## src/include/rv_decode_defines.svh

```systemverilog
/* rv32i decode constants */
`ifndef RV_DECODE_DEFINES_SVH
`define RV_DECODE_DEFINES_SVH

`define XLEN        32
`define REG_ADDR_W  5
`define EXU_OPT_W   5
`define EXU_SEL_W   3   // five select codes need 3 bits
`define LSU_OPT_W   4

// major opcodes
`define OP_LUI      7'b0110111
`define OP_AUIPC    7'b0010111
`define OP_JAL      7'b1101111
`define OP_JALR     7'b1100111
`define OP_IMM      7'b0010011
`define OP_LOAD     7'b0000011
`define OP_STORE    7'b0100011
`define OP_BRANCH   7'b1100011
`define OP_REG      7'b0110011

// alu func3, shared by reg and imm groups
`define F3_ADD      3'b000
`define F3_SLL      3'b001
`define F3_SLT      3'b010
`define F3_SLTU     3'b011
`define F3_XOR      3'b100
`define F3_SR       3'b101
`define F3_OR       3'b110
`define F3_AND      3'b111

// branch func3
`define F3_BEQ      3'b000
`define F3_BNE      3'b001
`define F3_BLT      3'b100
`define F3_BGE      3'b101
`define F3_BLTU     3'b110
`define F3_BGEU     3'b111

// access size func3, loads and stores alike
`define F3_B        3'b000
`define F3_H        3'b001
`define F3_W        3'b010
`define F3_BU       3'b100
`define F3_HU       3'b101

`define F7_BASE     7'b0000000
`define F7_ALT      7'b0100000

`endif

```

## src/source/rv_decode_pkg.sv

```systemverilog
/* rv32i decode types */
`include "rv_decode_defines.svh"

package rv_decode_pkg;

    typedef struct packed {
        logic [6:0]             funct7;
        logic [`REG_ADDR_W-1:0] rs2;
        logic [`REG_ADDR_W-1:0] rs1;
        logic [2:0]             funct3;
        logic [`REG_ADDR_W-1:0] rd;
        logic [6:0]             opcode;
    } r_view_s;

    typedef struct packed {
        logic [19:0]            imm_u;  // inst[31:12]
        logic [`REG_ADDR_W-1:0] rd;
        logic [6:0]             opcode;
    } u_view_s;

    typedef union packed {
        r_view_s r_view;
        u_view_s u_view;
    } inst_u;

    typedef enum logic [2:0] {
        FMT_NONE, FMT_R, FMT_I, FMT_ISH, FMT_S, FMT_B, FMT_U, FMT_J
    } fmt_e;

    typedef enum logic [`EXU_OPT_W-1:0] {
        EXU_NOP, EXU_ADD, EXU_SUB, EXU_AND, EXU_OR, EXU_XOR,
        EXU_SLL_R, EXU_SRL_R, EXU_SRA_R, EXU_SLL_I, EXU_SRL_I, EXU_SRA_I,
        EXU_COMPARE, EXU_COMPARE_U,
        EXU_BEQ, EXU_BNE, EXU_BLT, EXU_BGE, EXU_BLTU, EXU_BGEU
    } exu_opt_e;

    typedef enum logic [`EXU_SEL_W-1:0] {
        SEL_NONE, SEL_RS1_AND_IMM, SEL_PC_AND_IMM, SEL_PC_AND_4, SEL_RS1_AND_RS2
    } exu_sel_e;

    typedef enum logic [`LSU_OPT_W-1:0] {
        LSU_NOP, LSU_LB, LSU_LH, LSU_LW, LSU_LBU, LSU_LHU, LSU_SB, LSU_SH, LSU_SW
    } lsu_opt_e;

    typedef struct packed {
        logic     wr_en_rd;
        logic     jal_jump_en;
        logic     jalr_jump_en;
        logic     branch_en;
        exu_opt_e exu_opt;
        exu_sel_e exu_sel;
        lsu_opt_e lsu_opt;
    } ctrl_s;

    typedef struct packed {
        logic [`REG_ADDR_W-1:0] addr_rd;
        logic [`REG_ADDR_W-1:0] addr_rs1;
        logic [`REG_ADDR_W-1:0] addr_rs2;
        logic [`XLEN-1:0]       imm;
    } operand_s;

    typedef struct packed {
        ctrl_s    ctrl;
        operand_s opnd;
    } dec_s;

endpackage

```

## src/source/opcode_ctrl.sv

```systemverilog
/* opcode and funct decode */
`include "rv_decode_defines.svh"

module opcode_ctrl import rv_decode_pkg::*; (
    input  inst_u inst,
    output ctrl_s ctrl,
    output fmt_e  fmt
);

    logic [6:0] op;
    logic [2:0] f3;
    logic [6:0] f7;

    assign op = inst.r_view.opcode;
    assign f3 = inst.r_view.funct3;
    assign f7 = inst.r_view.funct7;

    always_comb begin
        ctrl = '0;  // lsu_opt falls to LSU_NOP
        fmt  = FMT_NONE;
        case (op)
            `OP_LUI: begin
                ctrl.exu_opt = EXU_ADD;  // x0 + imm
                ctrl.exu_sel = SEL_RS1_AND_IMM;
                fmt          = FMT_U;
            end
            `OP_AUIPC: begin
                ctrl.exu_opt = EXU_ADD;
                ctrl.exu_sel = SEL_PC_AND_IMM;
                fmt          = FMT_U;
            end
            `OP_JAL: begin
                ctrl.jal_jump_en = 1'b1;
                ctrl.exu_opt     = EXU_ADD;  // link value pc + 4
                ctrl.exu_sel     = SEL_PC_AND_4;
                fmt              = FMT_J;
            end
            `OP_JALR: begin
                ctrl.jalr_jump_en = 1'b1;
                ctrl.exu_opt      = EXU_ADD;
                ctrl.exu_sel      = SEL_PC_AND_4;
                fmt               = FMT_I;
            end
            `OP_IMM: begin
                case (f3)
                    `F3_ADD:  ctrl.exu_opt = EXU_ADD;
                    `F3_SLT:  ctrl.exu_opt = EXU_COMPARE;
                    `F3_SLTU: ctrl.exu_opt = EXU_COMPARE_U;
                    `F3_XOR:  ctrl.exu_opt = EXU_XOR;
                    `F3_OR:   ctrl.exu_opt = EXU_OR;
                    `F3_AND:  ctrl.exu_opt = EXU_AND;
                    `F3_SLL: begin
                        if (f7 == `F7_BASE) ctrl.exu_opt = EXU_SLL_I;
                    end
                    `F3_SR: begin
                        if (f7 == `F7_BASE) ctrl.exu_opt = EXU_SRL_I;
                        else if (f7 == `F7_ALT) ctrl.exu_opt = EXU_SRA_I;
                    end
                    default: ;
                endcase
                if (ctrl.exu_opt != EXU_NOP) begin
                    ctrl.exu_sel = SEL_RS1_AND_IMM;
                    fmt = (f3 == `F3_SLL || f3 == `F3_SR) ? FMT_ISH : FMT_I;
                end
            end
            `OP_LOAD: begin
                case (f3)
                    `F3_B:   ctrl.lsu_opt = LSU_LB;
                    `F3_H:   ctrl.lsu_opt = LSU_LH;
                    `F3_W:   ctrl.lsu_opt = LSU_LW;
                    `F3_BU:  ctrl.lsu_opt = LSU_LBU;
                    `F3_HU:  ctrl.lsu_opt = LSU_LHU;
                    default: ;
                endcase
                if (ctrl.lsu_opt != LSU_NOP) begin
                    ctrl.exu_opt = EXU_ADD;  // address rs1 + imm
                    ctrl.exu_sel = SEL_RS1_AND_IMM;
                    fmt          = FMT_I;
                end
            end
            `OP_STORE: begin
                case (f3)
                    `F3_B:   ctrl.lsu_opt = LSU_SB;
                    `F3_H:   ctrl.lsu_opt = LSU_SH;
                    `F3_W:   ctrl.lsu_opt = LSU_SW;
                    default: ;
                endcase
                if (ctrl.lsu_opt != LSU_NOP) begin
                    ctrl.exu_opt = EXU_ADD;
                    ctrl.exu_sel = SEL_RS1_AND_IMM;
                    fmt          = FMT_S;
                end
            end
            `OP_BRANCH: begin
                case (f3)
                    `F3_BEQ:  ctrl.exu_opt = EXU_BEQ;
                    `F3_BNE:  ctrl.exu_opt = EXU_BNE;
                    `F3_BLT:  ctrl.exu_opt = EXU_BLT;
                    `F3_BGE:  ctrl.exu_opt = EXU_BGE;
                    `F3_BLTU: ctrl.exu_opt = EXU_BLTU;
                    `F3_BGEU: ctrl.exu_opt = EXU_BGEU;
                    default: ;
                endcase
                if (ctrl.exu_opt != EXU_NOP) begin
                    ctrl.branch_en = 1'b1;
                    ctrl.exu_sel   = SEL_RS1_AND_RS2;
                    fmt            = FMT_B;
                end
            end
            `OP_REG: begin
                if (f7 == `F7_BASE) begin
                    case (f3)
                        `F3_ADD:  ctrl.exu_opt = EXU_ADD;
                        `F3_SLL:  ctrl.exu_opt = EXU_SLL_R;
                        `F3_SLT:  ctrl.exu_opt = EXU_COMPARE;
                        `F3_SLTU: ctrl.exu_opt = EXU_COMPARE_U;
                        `F3_XOR:  ctrl.exu_opt = EXU_XOR;
                        `F3_SR:   ctrl.exu_opt = EXU_SRL_R;
                        `F3_OR:   ctrl.exu_opt = EXU_OR;
                        `F3_AND:  ctrl.exu_opt = EXU_AND;
                        default: ;
                    endcase
                end else if (f7 == `F7_ALT) begin
                    if (f3 == `F3_ADD) ctrl.exu_opt = EXU_SUB;
                    else if (f3 == `F3_SR) ctrl.exu_opt = EXU_SRA_R;
                end
                if (ctrl.exu_opt != EXU_NOP) begin  // m extension lands here as nop
                    ctrl.exu_sel = SEL_RS1_AND_RS2;
                    fmt          = FMT_R;
                end
            end
            default: ;
        endcase
        // every format with an rd field writes it back
        ctrl.wr_en_rd = fmt inside {FMT_R, FMT_I, FMT_ISH, FMT_U, FMT_J};
    end

endmodule

```

## src/source/operand_gen.sv

```systemverilog
/* register fields and immediate */
module operand_gen import rv_decode_pkg::*; (
    input  inst_u    inst,
    input  fmt_e     fmt,
    output operand_s opnd
);

    r_view_s r;
    logic    sgn;

    assign r   = inst.r_view;
    assign sgn = r.funct7[6];  // inst[31]

    always_comb begin
        opnd = '0;
        case (fmt)
            FMT_I:   opnd.imm = {{20{sgn}}, r.funct7, r.rs2};
            FMT_ISH: opnd.imm = {27'b0, r.rs2};  // shamt, zero-extended
            FMT_S:   opnd.imm = {{20{sgn}}, r.funct7, r.rd};
            FMT_B:   opnd.imm = {{20{sgn}}, r.rd[0], r.funct7[5:0], r.rd[4:1], 1'b0};
            FMT_U:   opnd.imm = {inst.u_view.imm_u, 12'b0};
            FMT_J: begin
                opnd.imm = {{12{sgn}}, inst.u_view.imm_u[7:0], inst.u_view.imm_u[8],
                            inst.u_view.imm_u[18:9], 1'b0};
            end
            default: ;
        endcase

        if (fmt inside {FMT_R, FMT_I, FMT_ISH, FMT_U, FMT_J}) opnd.addr_rd = r.rd;
        // u format has no rs1, so lui reads x0
        if (fmt inside {FMT_R, FMT_I, FMT_ISH, FMT_S, FMT_B}) opnd.addr_rs1 = r.rs1;
        if (fmt inside {FMT_R, FMT_S, FMT_B}) opnd.addr_rs2 = r.rs2;
    end

endmodule

```

## src/source/decode_reg.sv

```systemverilog
/* decode output register */
module decode_reg import rv_decode_pkg::*; (
    input  logic     clk,
    input  logic     rst,
    input  logic     inst_valid,
    input  ctrl_s    ctrl,
    input  operand_s opnd,
    output logic     dec_valid,
    output dec_s     dec
);

    always_ff @(posedge clk) begin
        if (rst) begin
            dec_valid <= 1'b0;
            dec       <= '0;
        end else begin
            dec_valid <= inst_valid;  // one-cycle strobe follows input
            if (inst_valid) begin
                dec.ctrl <= ctrl;
                dec.opnd <= opnd;
            end
        end
    end

endmodule

```

## src/source/rv_decode_top.sv

```systemverilog
/* rv32i decode stage */
module rv_decode_top import rv_decode_pkg::*; (
    input  logic  clk,
    input  logic  rst,
    input  logic  inst_valid,
    input  inst_u inst,
    output logic  dec_valid,
    output dec_s  dec
);

    ctrl_s    ctrl;
    fmt_e     fmt;
    operand_s opnd;

    opcode_ctrl i_opcode_ctrl (
        .inst (inst),
        .ctrl (ctrl),
        .fmt  (fmt)
    );

    operand_gen i_operand_gen (
        .inst (inst),
        .fmt  (fmt),
        .opnd (opnd)
    );

    decode_reg i_decode_reg (
        .clk        (clk),
        .rst        (rst),
        .inst_valid (inst_valid),
        .ctrl       (ctrl),
        .opnd       (opnd),
        .dec_valid  (dec_valid),
        .dec        (dec)
    );

endmodule

```

## config.mk

```make
export PLATFORM = sky130hd
export DESIGN_NAME = rv_decode_top
export DESIGN_NICKNAME = d
export VERILOG_FILES = /design/src/source/rv_decode_pkg.sv /design/src/source/opcode_ctrl.sv /design/src/source/operand_gen.sv /design/src/source/decode_reg.sv /design/src/source/rv_decode_top.sv
export VERILOG_INCLUDE_DIRS = /design/src /design/src/include
export SDC_FILE = /design/constraint.sdc
export NUM_CORES = 1
export LEC_CHECK = 0
export CORE_MARGIN = 2
export CORE_UTILIZATION = 25
export DETAILED_ROUTE_END_ITERATION = 7
export DONT_BUFFER_PORTS = 1
export GPL_TIMING_DRIVEN = 0
export PLACE_DENSITY = 0.48
export SYNTH_ARGS = -nofsm -noshare
export SYNTH_HDL_FRONTEND = slang
export SYNTH_SLANG_ARGS = --single-unit
```

## constraint.sdc

```tcl
create_clock -name clk -period 3.2 [get_ports clk]
set_clock_uncertainty 0.1 [all_clocks]
set_input_delay 0.32 -clock clk [delete_from_list [all_inputs] [get_ports clk]]
set_output_delay 0.32 -clock clk [all_outputs]
set_load 0.01 [all_outputs]
```

======== Yosys cells after proc, flatten, opt, wreduce, memory -nomap -nowiden ========
Memories as Yosys holds them, arrays and structs flattened.
Cells that the tools add are included.
storage, ports and cells
  register bits after elaboration ......... 64
  bits in latches ......................... 0
  bits in writable memories ............... 0
  ROM bits ................................ 32
  memories ................................ 1
memory list
  name             depth  width  rd ports  clocked after Yosys merged registers in  wr ports  line                text
  (no name shown)  8      4      1         0                                        0         opcode_ctrl.sv:112  case (f3)
cells by class
  add/subtract/negate cells ............... 0
  multipliers ............................. 0
  divide/modulo/power cells ............... 0
  magnitude comparators ................... 0
  eq/ne operators ......................... 24
  shift-type cells ........................ 0
  muxes and demuxes ....................... 38
  bitwise gates (word level) .............. 0
  reduce and logical (&&, ||, !) cells .... 13
operator list
  operator                                                          count
  32-bit one-hot mux with 6 select lines                            1
  8-bit one-hot mux with 8 select lines                             1
  5-bit two-way mux                                                 10
  5-bit one-hot mux with 8 select lines                             1
  5-bit one-hot mux with 6 select lines                             1
  7-bit by 6-bit == test with 1-bit output (second input constant)  4
  4-bit two-way mux                                                 7
  5-bit nonzero test                                                5
  3-bit == test (second input constant)                             8
  3-bit one-hot mux with 8 select lines                             1
  7-bit == test (second input constant)                             3
  3-bit two-way mux                                                 5
  3-bit one-hot mux with 5 select lines                             1
  7-bit by 5-bit == test with 1-bit output (second input constant)  2
  3-bit by 2-bit == test with 1-bit output (second input constant)  4
  4-bit one-hot mux with 3 select lines                             1
  4-bit one-hot mux with 2 select lines                             1
  4-bit nonzero test                                                2
  7-bit by 2-bit == test with 1-bit output (second input constant)  1
  7-bit zero test                                                   1
  1-bit two-way mux                                                 7
  3-bit by 1-bit == test with 1-bit output (second input constant)  2
  2-bit OR reduction                                                2
  3-bit zero test                                                   1
  3 further kinds                                                   3

======== Depth between registers and ports, before layout ========
Gate-level depths: netlist of the first run.
  depth in word-level cells ............... 12
  gate-level depth with buffers ........... 13
  gate-level depth less buffers ........... 9

======== Modules after synthesis ========
A second synthesis of the first run with hierarchy kept.
unflattened totals
  cells, all modules ...................... 412
  area, all modules ....................... 3791.1 µm²
modules (own cells, without submodules)
  module       times used  cells each  area each (µm²)  sequential area each (µm²)
  decode_reg   1           205         2284.7           1281.2
  opcode_ctrl  1           114         894.6            0.0
  operand_gen  1           93          611.8            0.0

======== Worst setup path before layout of the first run ========
No wires, ideal clock.
  kind .................................... input -> register
  start ................................... input port inst[12] in the netlist's numbering
  end ..................................... register i_decode_reg.dec[37] (netlist name)
  setup time .............................. 0.117 ns
  data arrival time ....................... 2.581 ns
  required time ........................... 2.983 ns
  path slack .............................. 0.402 ns
  stages on the path ...................... 11
  cell sequence ........................... inv_1 -> ha_1 -> clkbuf_1 -> a2bb2oi_1 -> a21oi_1 -> o31a_1 -> a211o_1 -> or3_1 -> buf_6 -> o311a_4 -> a22o_1
between the ends
  cells in the longest elaborated chain, start to end .. 12
RTL lines
  element                                                           line                                                     text
  start: declaration                                                rv_decode_top.sv:6                                       input inst_u inst,
  3-bit == test                                                     opcode_ctrl.sv:45, opcode_ctrl.sv:67, opcode_ctrl.sv:95
  4-bit two-way mux                                                 opcode_ctrl.sv:125                                       else if (f3 == `F3_SR) ctrl.exu_opt = EXU_SRA_R;
  5-bit two-way mux                                                 opcode_ctrl.sv:124                                       if (f3 == `F3_ADD) ctrl.exu_opt = EXU_SUB;
  5-bit two-way mux                                                 opcode_ctrl.sv:123                                       end else if (f7 == `F7_ALT) begin
  5-bit two-way mux                                                 opcode_ctrl.sv:111                                       if (f7 == `F7_BASE) begin
  5-bit two-way mux                                                 opcode_ctrl.sv:21                                        case (op)
  5-bit nonzero test                                                opcode_ctrl.sv:127                                       if (ctrl.exu_opt != EXU_NOP) begin
  1-bit two-way mux                                                 opcode_ctrl.sv:127
  3-bit one-hot mux with 8 select lines (*)                         opcode_ctrl.sv:21
  3-bit by 1-bit == test with 1-bit output (tied with other cells)  operand_gen.sv:31                                        if (fmt inside {FMT_R, FMT_I, FMT_ISH, FMT_S, FMT_B}) opnd.addr_rs1 = r.rs1;
  5-bit nonzero test (*)                                            operand_gen.sv:31
  5-bit two-way mux (*)                                             operand_gen.sv:31
Mark *: on every way between the ends. The rest lies on a longest branch, timed or not. The select of a mux whose other input is x is not followed.
A chain may end at the register's enable or synchronous reset.

======== Worst setup path after layout of the first run ========
  start ................................... input port inst[29] in the netlist's numbering
  end ..................................... register i_decode_reg.dec[12] (netlist name)
between the ends
  cells in the longest elaborated chain, start to end .. 10
RTL lines
  element                                                                           line               text
  7-bit by 6-bit == test with 1-bit output (no line)                                --
  4-bit two-way mux                                                                 opcode_ctrl.sv:57  else if (f7 == `F7_ALT) ctrl.exu_opt = EXU_SRA_I;
  5-bit two-way mux                                                                 opcode_ctrl.sv:56  if (f7 == `F7_BASE) ctrl.exu_opt = EXU_SRL_I;
  5-bit one-hot mux with 8 select lines                                             opcode_ctrl.sv:45  case (f3)
  5-bit two-way mux                                                                 opcode_ctrl.sv:21
  5-bit nonzero test                                                                opcode_ctrl.sv:61  if (ctrl.exu_opt != EXU_NOP) begin
  3-bit two-way mux                                                                 opcode_ctrl.sv:61
  3-bit one-hot mux with 8 select lines (*)                                         opcode_ctrl.sv:21
  3-bit == test / 3-bit by 2-bit == test with 1-bit output (equally long branches)  operand_gen.sv:16  case (fmt)
  32-bit one-hot mux with 6 select lines (*)                                        operand_gen.sv:16
Marked as above.

==> impl_metrics.tcl, run 1 <==
set metrics [dict create \
    status "completed" \
    cp.arrival_ns 3.06 \
    grtUsageTotal 0.1649 \
    instances_no_fill 591 \
    grt_antenna_before_repair 0 \
    drtAntennaViolNets 0 \
    ys_warn_count 0 \
    seq_area_frac_synth 0.3721 \
    path_buf_inv 3 \
    power_density_nw_per_um2 491.6 \
    syn_area_um2 3443 \
    synth_compound_area_frac 0.3096 \
    drt-total-wl_um 12110 \
    final.fill_count 1474 \
    finalPower_mw 1.963 \
    min_period_over_period 0.9058 \
    vias 3220 \
    max_stage_delay_ns 0.89 \
    utilization 0.2991 \
    crit_top_cell "buf_2" \
    fmax_mhz 345.0 \
    vdd_ir_drop_max_mv 0.2408 \
    synth_xor_area_frac 0.002544 \
    n_antenna_cell 0 \
    grt_setup_unrepaired "false" \
    relSlewSlack 0.2650 \
    critPathSlowestCell "nor4_1" \
    cts-root-buf "clkbuf_16" \
    grt_pass1_wl_um 18150 \
    numClockSinks 64 \
    muxShareOfSynthArea 0.01890 \
    crit_chain "nor4_1, o211a_1, o31a_1, or3_1, clkbuf_1, o21a_1, buf_2, buf_2, o21ai_1, a21oi_1" \
    clk_latency_ns 0.33 \
    wire_per_inst_um 20.50 \
    gp_congestion 0.8737 \
    p_leak_nw 1.344 \
    multi_input_area_um2 1994 \
    synth_top_family_by_area "compound AO/OA/AOI/OAI gates" \
    ys_types 62 \
    synth_async_sr_flop_share 0 \
    hp-class "in -> reg" \
    setup.worst_path.end_class "register" \
    place_inst 573 \
    syn_area_per_cell_um2 8.673 \
    drive_above_1_share 0.1205 \
    start_util 0.2580 \
    area_growth_pct 15.95 \
    firstDrtPassIters 5 \
    fin_crit_ns 2.899 \
    pre_cts_slack_ns -0.1684 \
    slew_violations 0 \
    drt_iter0_drc 264 \
    setup_viol 0 \
    io_pins 99 \
    portBuffers 0 \
    fp.dieH_um 121.4 \
    worst_pin_slew_ns 1.093 \
    cap_violations 0 \
    syn_nets 436 \
    dpl.hpwl_um 9249 \
    rows 42 \
    grt_max_degree 11 \
    postCtsSetupRepairBufs 0 \
    cts_max_path_buffers 2 \
    die_w_um 121.4 \
    grt_pass1_vias 3092 \
    finalHoldViolCount 0 \
    syn_inst 397 \
    synth-seq-cells 64 \
    cts_buffers 9 \
    synthFlopType "dfxtp_1" \
    critPathTopFamily "simple AND/OR/NAND/NOR gates" \
    critPathKind "in -> reg" \
    path_clk_slew_ns 0.05 \
    route.detailed.drc 0 \
    drt-vias-per-instance 5.448 \
    cp.required_ns 3.36 \
    fin_nets 449 \
    tritoncts "built" \
    die-area_um2 14730 \
    synthSimpleGateAreaFrac 0.2311 \
    critical_path.max_fanout 10 \
    yosys.area_share.adder 0.01453 \
    seq_area_um2 1281 \
    synth-edff-count 0 \
    h-tree-depth 3 \
    critPathLaunchType "input pin" \
    grt-ovfl-total 0 \
    final.setup.worst_slack_ns 0.3014 \
    core_area_um2 13350 \
]
==> registers in the layout, summed over array words and instances (netlist names) <==
signal and flops:
i_decode_reg.dec 63, i_decode_reg.dec_valid 1
==> final cells by class <==
type | count | area share
plain buffers | 31 | 0.03855
clock buffers | 13 | 0.06518
clock inverters | 3 | 0.01003
inverters | 6 | 0.005641
multi-input cells | 296 | 0.4995
flip-flops and latches | 64 | 0.3209
well taps | 176 | 0.05516
repair buffers | 2 | 0.005014
==> where the power goes <==
part / switching (mW) / internal, mW
registers: 0.0106 / 0.807
logic: 0.109 / 0.0562
clock network: 0.338 / 0.642
total: 0.458 / 1.51
==> path summary, 6_finish.rpt <==
check / start / endpoint / slack (ns) / cells after the start
setup / recovery: inst[29] / i_decode_reg.dec[12] / 0.30 / 10
hold / removal: inst[21] / i_decode_reg.dec[33] / 0.01 / 1
setup reg to reg: i_decode_reg.dec[24] / i_decode_reg.dec[24] / 2.07 / 3
hold reg to reg: i_decode_reg.dec[36] / i_decode_reg.dec[36] / 0.42 / 2
==> metrics by stage <==
stage / hold slack [ns] / TNS (ns) / area [µm²]
4_1_cts: 0.0004277 / 0 / 3984
2_1_floorplan: 0.3457 / 0 / 3443
3_5_place_dp: 0.3511 / -1.641 / 3664
6_report: 0.01354 / 0 / 3993
3_3_place_gp: 0.3474 / -2.047 / 3664
5_1_grt: 0.001728 / 0 / 3993
==> cells in the mapped netlist, types with 7 or more instances <==
master | n | area [µm²]
a31oi_1 | 7 | 43.79
nand4_1 | 7 | 43.79
o21ai_1 | 7 | 35.03
nor2_1 | 40 | 150.1
a32o_1 | 7 | 70.07
nor3_1 | 13 | 65.06
nor2b_1 | 21 | 131.4
nand2_1 | 11 | 41.29
nand2b_1 | 18 | 112.6
a21oi_1 | 43 | 215.2
a211oi_2 | 10 | 125.1
clkbuf_1 | 18 | 67.56
dfxtp_1 | 64 | 1281
a22o_1 | 10 | 87.58
==> worst reg2reg max path: stages, from the launching register on <==
cell and delay, ns:
dfxtp_1 0.41, nor2b_1 0.21, a21oi_1 0.06, a211oi_1 0.26
==> layer usage <==
layer / up-vias / part of all wire / GRT usage
met1: 1537 / 0.43 / 0.2163
li1: 1529 / - / -
met3: 18 / 0.10 / 0.06297
met4: 0 / 0.023 / 0.05747
met5: - / 0 / 0
met2: 136 / 0.44 / 0.2465
==> cells in the final DEF (no fill, tap or decap), drive strengths merged, types with 4 or more instances in the layout <==
| cell type | count |
|---|---|
| dfxtp | 64 |
| a21oi | 44 |
| nor2 | 40 |
| clkbuf | 31 |
| nor2b | 22 |
| nand2b | 18 |
| a211oi | 16 |
| nor3 | 13 |
| o21ai | 13 |
| buf | 13 |
| nand2 | 11 |
| a22o | 10 |
| a31oi | 7 |
| a32o | 7 |
| nand4 | 7 |
| o31ai | 7 |
| nor4 | 7 |
| inv | 6 |
| or3 | 6 |
| a221oi | 5 |
| a22oi | 5 |
| nor3b | 4 |
| mux2 | 4 |
| ha | 4 |
==> cells by family after synthesis <==
kind of cell,count (synthesis)
AOI/OAI and AO/OA,141
xor gates and xnor gates,1
adders and majority gates,4
buffers and inverters,37
DFF,64
muxes,6
and+or+nand+nor,144
==> repair_timing <==
action / CTS / global route
gates resized for setup: 0 / 1
hold endpoints to repair: 2 / 0
endpoints found under the setup margin: 0 / 10
hold buffers: 2 / 0
Power figures use the tool's default switching activity.
==> run 2, diff against run 1 <==
--- a/config.mk
+++ b/config.mk
@@ -11,7 +11,6 @@
 export DETAILED_ROUTE_END_ITERATION = 7
 export DONT_BUFFER_PORTS = 1
 export GPL_TIMING_DRIVEN = 0
-export PLACE_DENSITY = 0.48
 export SYNTH_ARGS = -nofsm -noshare
 export SYNTH_HDL_FRONTEND = slang
 export SYNTH_SLANG_ARGS = --single-unit
==> run 2 against run 1 <==
Compared with the run above: register-to-register slack gained 0.02 ns; clock power shrank 5.0%; maximum frequency shrank 2.8%; power shrank 2.6%; via count grew 0.81%; non-clock buffer count shrank 2; largest power group unchanged; highest routed layer unchanged.
==> impl_metrics.tcl, run 2 (synthesis results as in run 1) <==
set metrics [dict create \
    seq_power_share 0.428 \
    start_util 0.2580 \
    rows 42 \
    dpl.hpwl_um 9060 \
    clkPwrFrac 0.487 \
    setup_tns_ns 0 \
    area_growth_pct 14.83 \
    numClockSinks 64 \
    hp-class "in -> reg" \
    switchingPower_mw 0.4518 \
    wire_per_inst_um 20.07 \
    relSlewSlack 0.2823 \
    route.detailed.drc 0 \
    intPower_mw 1.460 \
    drt_iter0_drc 229 \
    top_regs "i_decode_reg.dec: 63 flops, i_decode_reg.dec_valid: 1 flops" \
    critPathKind "in -> reg" \
    slew_violations 0 \
    drt-vias-per-instance 5.511 \
    finalPower_mw 1.912 \
    path_clk_slew_ns 0.05 \
    setup_viol 0 \
    finalHoldViolCount 0 \
    ctsResizeCount 0 \
    tritoncts "built" \
    cap_violations 0 \
    n_antenna_cell 0 \
    critPathLaunchType "input pin" \
    status "completed" \
    gp_congestion 0.9023 \
    finalInstanceArea_um2 3954 \
    cts-root-buf "clkbuf_16" \
    portBuffers 0 \
    grtUsageTotal 0.1600 \
    drt-total-wl_um 11820 \
    fmax_mhz 335.3 \
    cts_max_path_buffers 2 \
    drtAntennaViolNets 0 \
    critical_path.max_fanout 10 \
    die-area_um2 14730 \
    core_area_um2 13350 \
    drive_above_1_share 0.1186 \
    p_leak_nw 1.326 \
    grt_pass1_vias 3204 \
    vdd_ir_drop_max_mv 0.2504 \
    pre_cts_slack_ns -0.2162 \
    grt_setup_unrepaired "false" \
    final_common_cell "dfxtp_1" \
    postCtsSetupRepairBufs 0 \
    fp.dieH_um 121.4 \
    h-tree-depth 3 \
    largest-register "i_decode_reg.dec" \
    p_sw_frac 0.2363 \
    setup.worst_path.end_class "register" \
    grt_antenna_before_repair 0 \
    cp.arrival_ns 3.14 \
    largest_register_ff_count 63 \
    min_period_over_period 0.9320 \
    fin_crit_ns 2.983 \
    clk_latency_ns 0.33 \
    worst_pin_slew_ns 1.067 \
    cp.required_ns 3.36 \
    final_cell_mix "64 x dfxtp_1, 43 x a21oi_1, 40 x nor2_1, 21 x clkbuf_1, 21 x nor2b_1" \
    utilization 0.2962 \
    final.setup.worst_slack_ns 0.2175 \
    grt_pass1_wl_um 17960 \
    power_density_nw_per_um2 483.5 \
    die_w_um 121.4 \
    io_pins 99 \
    vias 3246 \
    postCtsHoldBufs 0 \
    fin_nets 447 \
    cts_buffers 9 \
    placed_area_um2 3664 \
    pwr-share-comb 0.086 \
    firstDrtPassIters 5 \
    grt-ovfl-total 0 \
    grt_max_degree 11 \
]
-- run 2: critical path: stages --
cell and delay [ns]:
inv_1 0.10, ha_1 0.30, o21ai_0 0.13, a2111oi_0 0.72, or3_1 0.25, or3_1 0.11
clkbuf_1 0.22, o21a_1 0.16, buf_2 0.22, buf_2 0.29, o21ai_1 0.15, a21oi_1 0.17
-- run 2: path summary, 6_finish.rpt --
check                             from                   end  slack (ns)  cells past startpoint
setup / recovery              inst[13]  i_decode_reg.dec[12]        0.22                     12
hold / removal                inst[18]  i_decode_reg.dec[40]        0.02                      1
setup reg to reg  i_decode_reg.dec[24]  i_decode_reg.dec[24]        2.09                      3
hold reg to reg   i_decode_reg.dec[12]  i_decode_reg.dec[12]        0.42                      2
-- run 2: layout make-up --
| cell class | count | area, µm² |
|---|---|---|
| Inverter | 6 | 22.52 |
| Multi-Input combinational cell | 296 | 1994 |
| Buffer | 31 | 153.9 |
| Fill cell | 1437 | 9394 |
| Clock buffer | 12 | 236.5 |
| Clock inverter | 4 | 45.04 |
| Tap cell | 176 | 220.2 |
| Sequential cell | 64 | 1281 |
-- run 2: power groups by stage --
stage               sequential, mW  combinational [mW]  clock (mW)
finish                       0.818               0.164       0.931
floorplan                    0.832               0.121           0
global route                 0.818               0.177       0.998
CTS                          0.817               0.161       0.957
global placement             0.834               0.160           0
detailed placement           0.834               0.161           0
-- run 2: per-layer routing --
| layer | routed length [µm] | global-route usage | vias up | part of all wire |
|---|---|---|---|---|
| li1 | - | - | 1523 | - |
| met1 | 5223 | 0.2062 | 1565 | 0.44 |
| met2 | 5236 | 0.2461 | 142 | 0.44 |
| met3 | 1211 | 0.06673 | 16 | 0.10 |
| met4 | 151 | 0.04239 | 0 | 0.013 |
| met5 | 0 | 0 | - | 0 |
-- run 2: stage by stage --
step	instances	hold WS [ns]
after detailed placement	573	0.3489
after global placement	573	0.3488
after CTS	589	0.005784
after floorplan	397	0.3457
after global routing	589	0.005678
final	589	0.01617
==> run 3, diff against run 2 <==
--- a/config.mk
+++ b/config.mk
@@ -7,7 +7,7 @@
 export NUM_CORES = 1
 export LEC_CHECK = 0
 export CORE_MARGIN = 2
-export CORE_UTILIZATION = 25
+export CORE_UTILIZATION = 50
 export DETAILED_ROUTE_END_ITERATION = 7
 export DONT_BUFFER_PORTS = 1
 export GPL_TIMING_DRIVEN = 0
==> run 3 against run 2 <==
Compared with the run above: final cell count is 15% lower; power is 7.0% lower; setup slack better by 0.083 ns; first-iteration DRC count is 4.4% lower; sequential power hardly changed; global-route usage is 11 points higher; non-clock buffer count is 7 higher; sequential share of layout area is 0.94 points higher; utilization is 28 points higher; critical path type unchanged; highest routed layer unchanged.
==> impl_metrics.tcl, run 3 (synthesis results as in run 1) <==
set metrics [dict create \
    critical_path.max_fanout 10 \
    firstDrtPassIters 5 \
    die-area_um2 7566 \
    route.detailed.drc 0 \
    grt_antenna_before_repair 0 \
    reg2reg_slack_ns 2.12 \
    die_w_um 86.99 \
    fin_nets 454 \
    switchingPower_mw 0.4487 \
    clk_latency_ns 0.33 \
    utilization 0.5719 \
    wl_met1_um 4776 \
    final_common_cell "dfxtp_1" \
    r2r_start "i_decode_reg.dec[24]" \
    h-tree-depth 3 \
    portBuffers 0 \
    critPathLaunchType "input pin" \
    dr_wl_met2_um 4590 \
    fin_crit_ns 2.899 \
    final.fill_count 645 \
    place_inst 477 \
    finalHoldViolCount 0 \
    drtAntennaViolNets 0 \
    cp.required_ns 3.36 \
    hp-class "in -> reg" \
    fmax_mhz 344.9 \
    numClockSinks 64 \
    fp.dieH_um 86.99 \
    grt_pass1_wl_um 15790 \
    setup_tns_ns 0 \
    rows 30 \
    path_clk_slew_ns 0.08 \
    rr_worst_depth 3 \
    critPathKind "in -> reg" \
    cp.arrival_ns 3.06 \
    grt_max_degree 13 \
    cap_violations 0 \
    tritoncts "built" \
    drive_above_1_share 0.1238 \
    postCtsSetupRepairBufs 0 \
    critical_path.startpoint "inst[12]" \
    grt-ovfl-total 0 \
    top_regs "i_decode_reg.dec: 63 flops, i_decode_reg.dec_valid: 1 flops" \
    intPower_mw 1.329 \
    clkPwrFrac 0.447 \
    dpl.hpwl_um 7422 \
    grt_setup_unrepaired "false" \
    area_growth_pct 11.59 \
    p_sw_frac 0.2524 \
    worst_pin_slew_ns 1.097 \
    p_leak_nw 1.331 \
    cts_buffers 9 \
    gp_congestion 0.9121 \
    finalPower_mw 1.778 \
    instances_no_fill 500 \
    core_area_um2 6719 \
    dr.max_layer_used "met4" \
    grt_pass1_vias 2981 \
    setup.worst_path.end_class "register" \
    start_util 0.5125 \
    setup_viol 0 \
    vias 3188 \
    drt-total-wl_um 10290 \
    status "completed" \
    drt-vias-per-instance 6.376 \
    crit_end "i_decode_reg.dec[29]" \
    min_period_over_period 0.9060 \
    n_antenna_cell 0 \
    cts-root-buf "clkbuf_8" \
    final_cell_mix "64 x dfxtp_1, 43 x a21oi_1, 40 x nor2_1, 21 x nor2b_1" \
    power_density_nw_per_um2 462.6 \
    worst_r2r_endpoint "i_decode_reg.dec[24]" \
    largest_register_ff_count 63 \
    ctsResizeCount 0 \
    wire_per_inst_um 20.58 \
    grtUsageTotal 0.2734 \
    relSlewSlack 0.2620 \
    cts_max_path_buffers 2 \
    pwr-share-comb 0.095 \
    drt_iter0_drc 219 \
    vdd_ir_drop_max_mv 0.3162 \
    wl_met3_um 852 \
    slew_violations 0 \
    seq_power_share 0.458 \
    io_pins 99 \
    largest-register "i_decode_reg.dec" \
]
-- run 3: changes by cell type in the layout (fill, tap and decap cells not counted) --
cell / before / now
inv_6: 0 / 1
clkbuf_16: 9 / 0
bufinv_16: 1 / 2
clkinv_4: 0 / 2
o31ai_4: 1 / 0
dlygate4sd3_1: 0 / 7
clkinv_2: 3 / 1
clkbuf_8: 0 / 10
o31ai_2: 0 / 1
clkbuf_1: 21 / 18
-- run 3: what timing repair did --
item	CTS	global route
endpoints found under the setup margin	0	0
hold endpoints to repair	5	2
hold buffers	5	2
-- run 3: power by group through the flow --
stage               sequential, mW  clock, mW  combinational (mW)
detailed placement           0.833          0               0.159
finish                       0.815      0.794               0.169
global route                 0.816      0.850               0.184
floorplan                    0.832          0               0.121
global placement             0.833          0               0.159
CTS                          0.815      0.804               0.165
-- run 3: per-stage QoR --
stage / area (µm²) / hold WS, ns / worst slack, ns
after global routing: 3842 / -0.0002030 / 0.05754
after CTS: 3822 / 0.001462 / 0.3196
after global placement: 3543 / 0.3472 / -0.05795
final: 3842 / 0.01310 / 0.3009
after detailed placement: 3543 / 0.3489 / -0.01948
after floorplan: 3443 / 0.3457 / 0.4018
-- run 3: worst min-delay path by stage --
stage	startpoint	endpoint	slack, ns	cells past startpoint
2_1_floorplan	inst[20]	i_decode_reg.dec[32]	0.35	1
3_3_place_gp	inst[21]	i_decode_reg.dec[33]	0.35	1
3_5_place_dp	inst[21]	i_decode_reg.dec[33]	0.35	1
4_1_cts	inst[18]	i_decode_reg.dec[40]	0.001	1
5_1_grt	inst[19]	i_decode_reg.dec[41]	-0.0002	1
6_report	inst[19]	i_decode_reg.dec[41]	0.01	1
-- run 3: area by class of cell --
class | instances | area, µm² | share of cell area
repair buffers | 7 | 70.07 | 0.01824
inverters | 6 | 22.52 | 0.005861
plain buffers | 31 | 153.9 | 0.04005
clock buffers | 10 | 137.6 | 0.03582
multi-input cells | 296 | 1986 | 0.5168
well taps | 80 | 100.1 | 0.02605
clock inverters | 6 | 91.34 | 0.02377
flip-flops and latches | 64 | 1281 | 0.3334
-- run 3: metal layers --
layer / GRT usage / vias up
li1: - / 1532
met1: 0.3888 / 1534
met2: 0.4039 / 118
met3: 0.08910 / 4
met4: 0.05824 / 0
met5: 0 / -
-- run 3: critical path, cell delays in order --
cell and delay [ns]:
inv_1 0.05, ha_1 0.20, clkbuf_1 0.21, nor2_1 0.34, a2111oi_4 0.20, nor4_2 0.40, o311ai_1 0.19, o31ai_2 0.65
a21oi_2 0.09, buf_4 0.24, a211oi_2 0.18
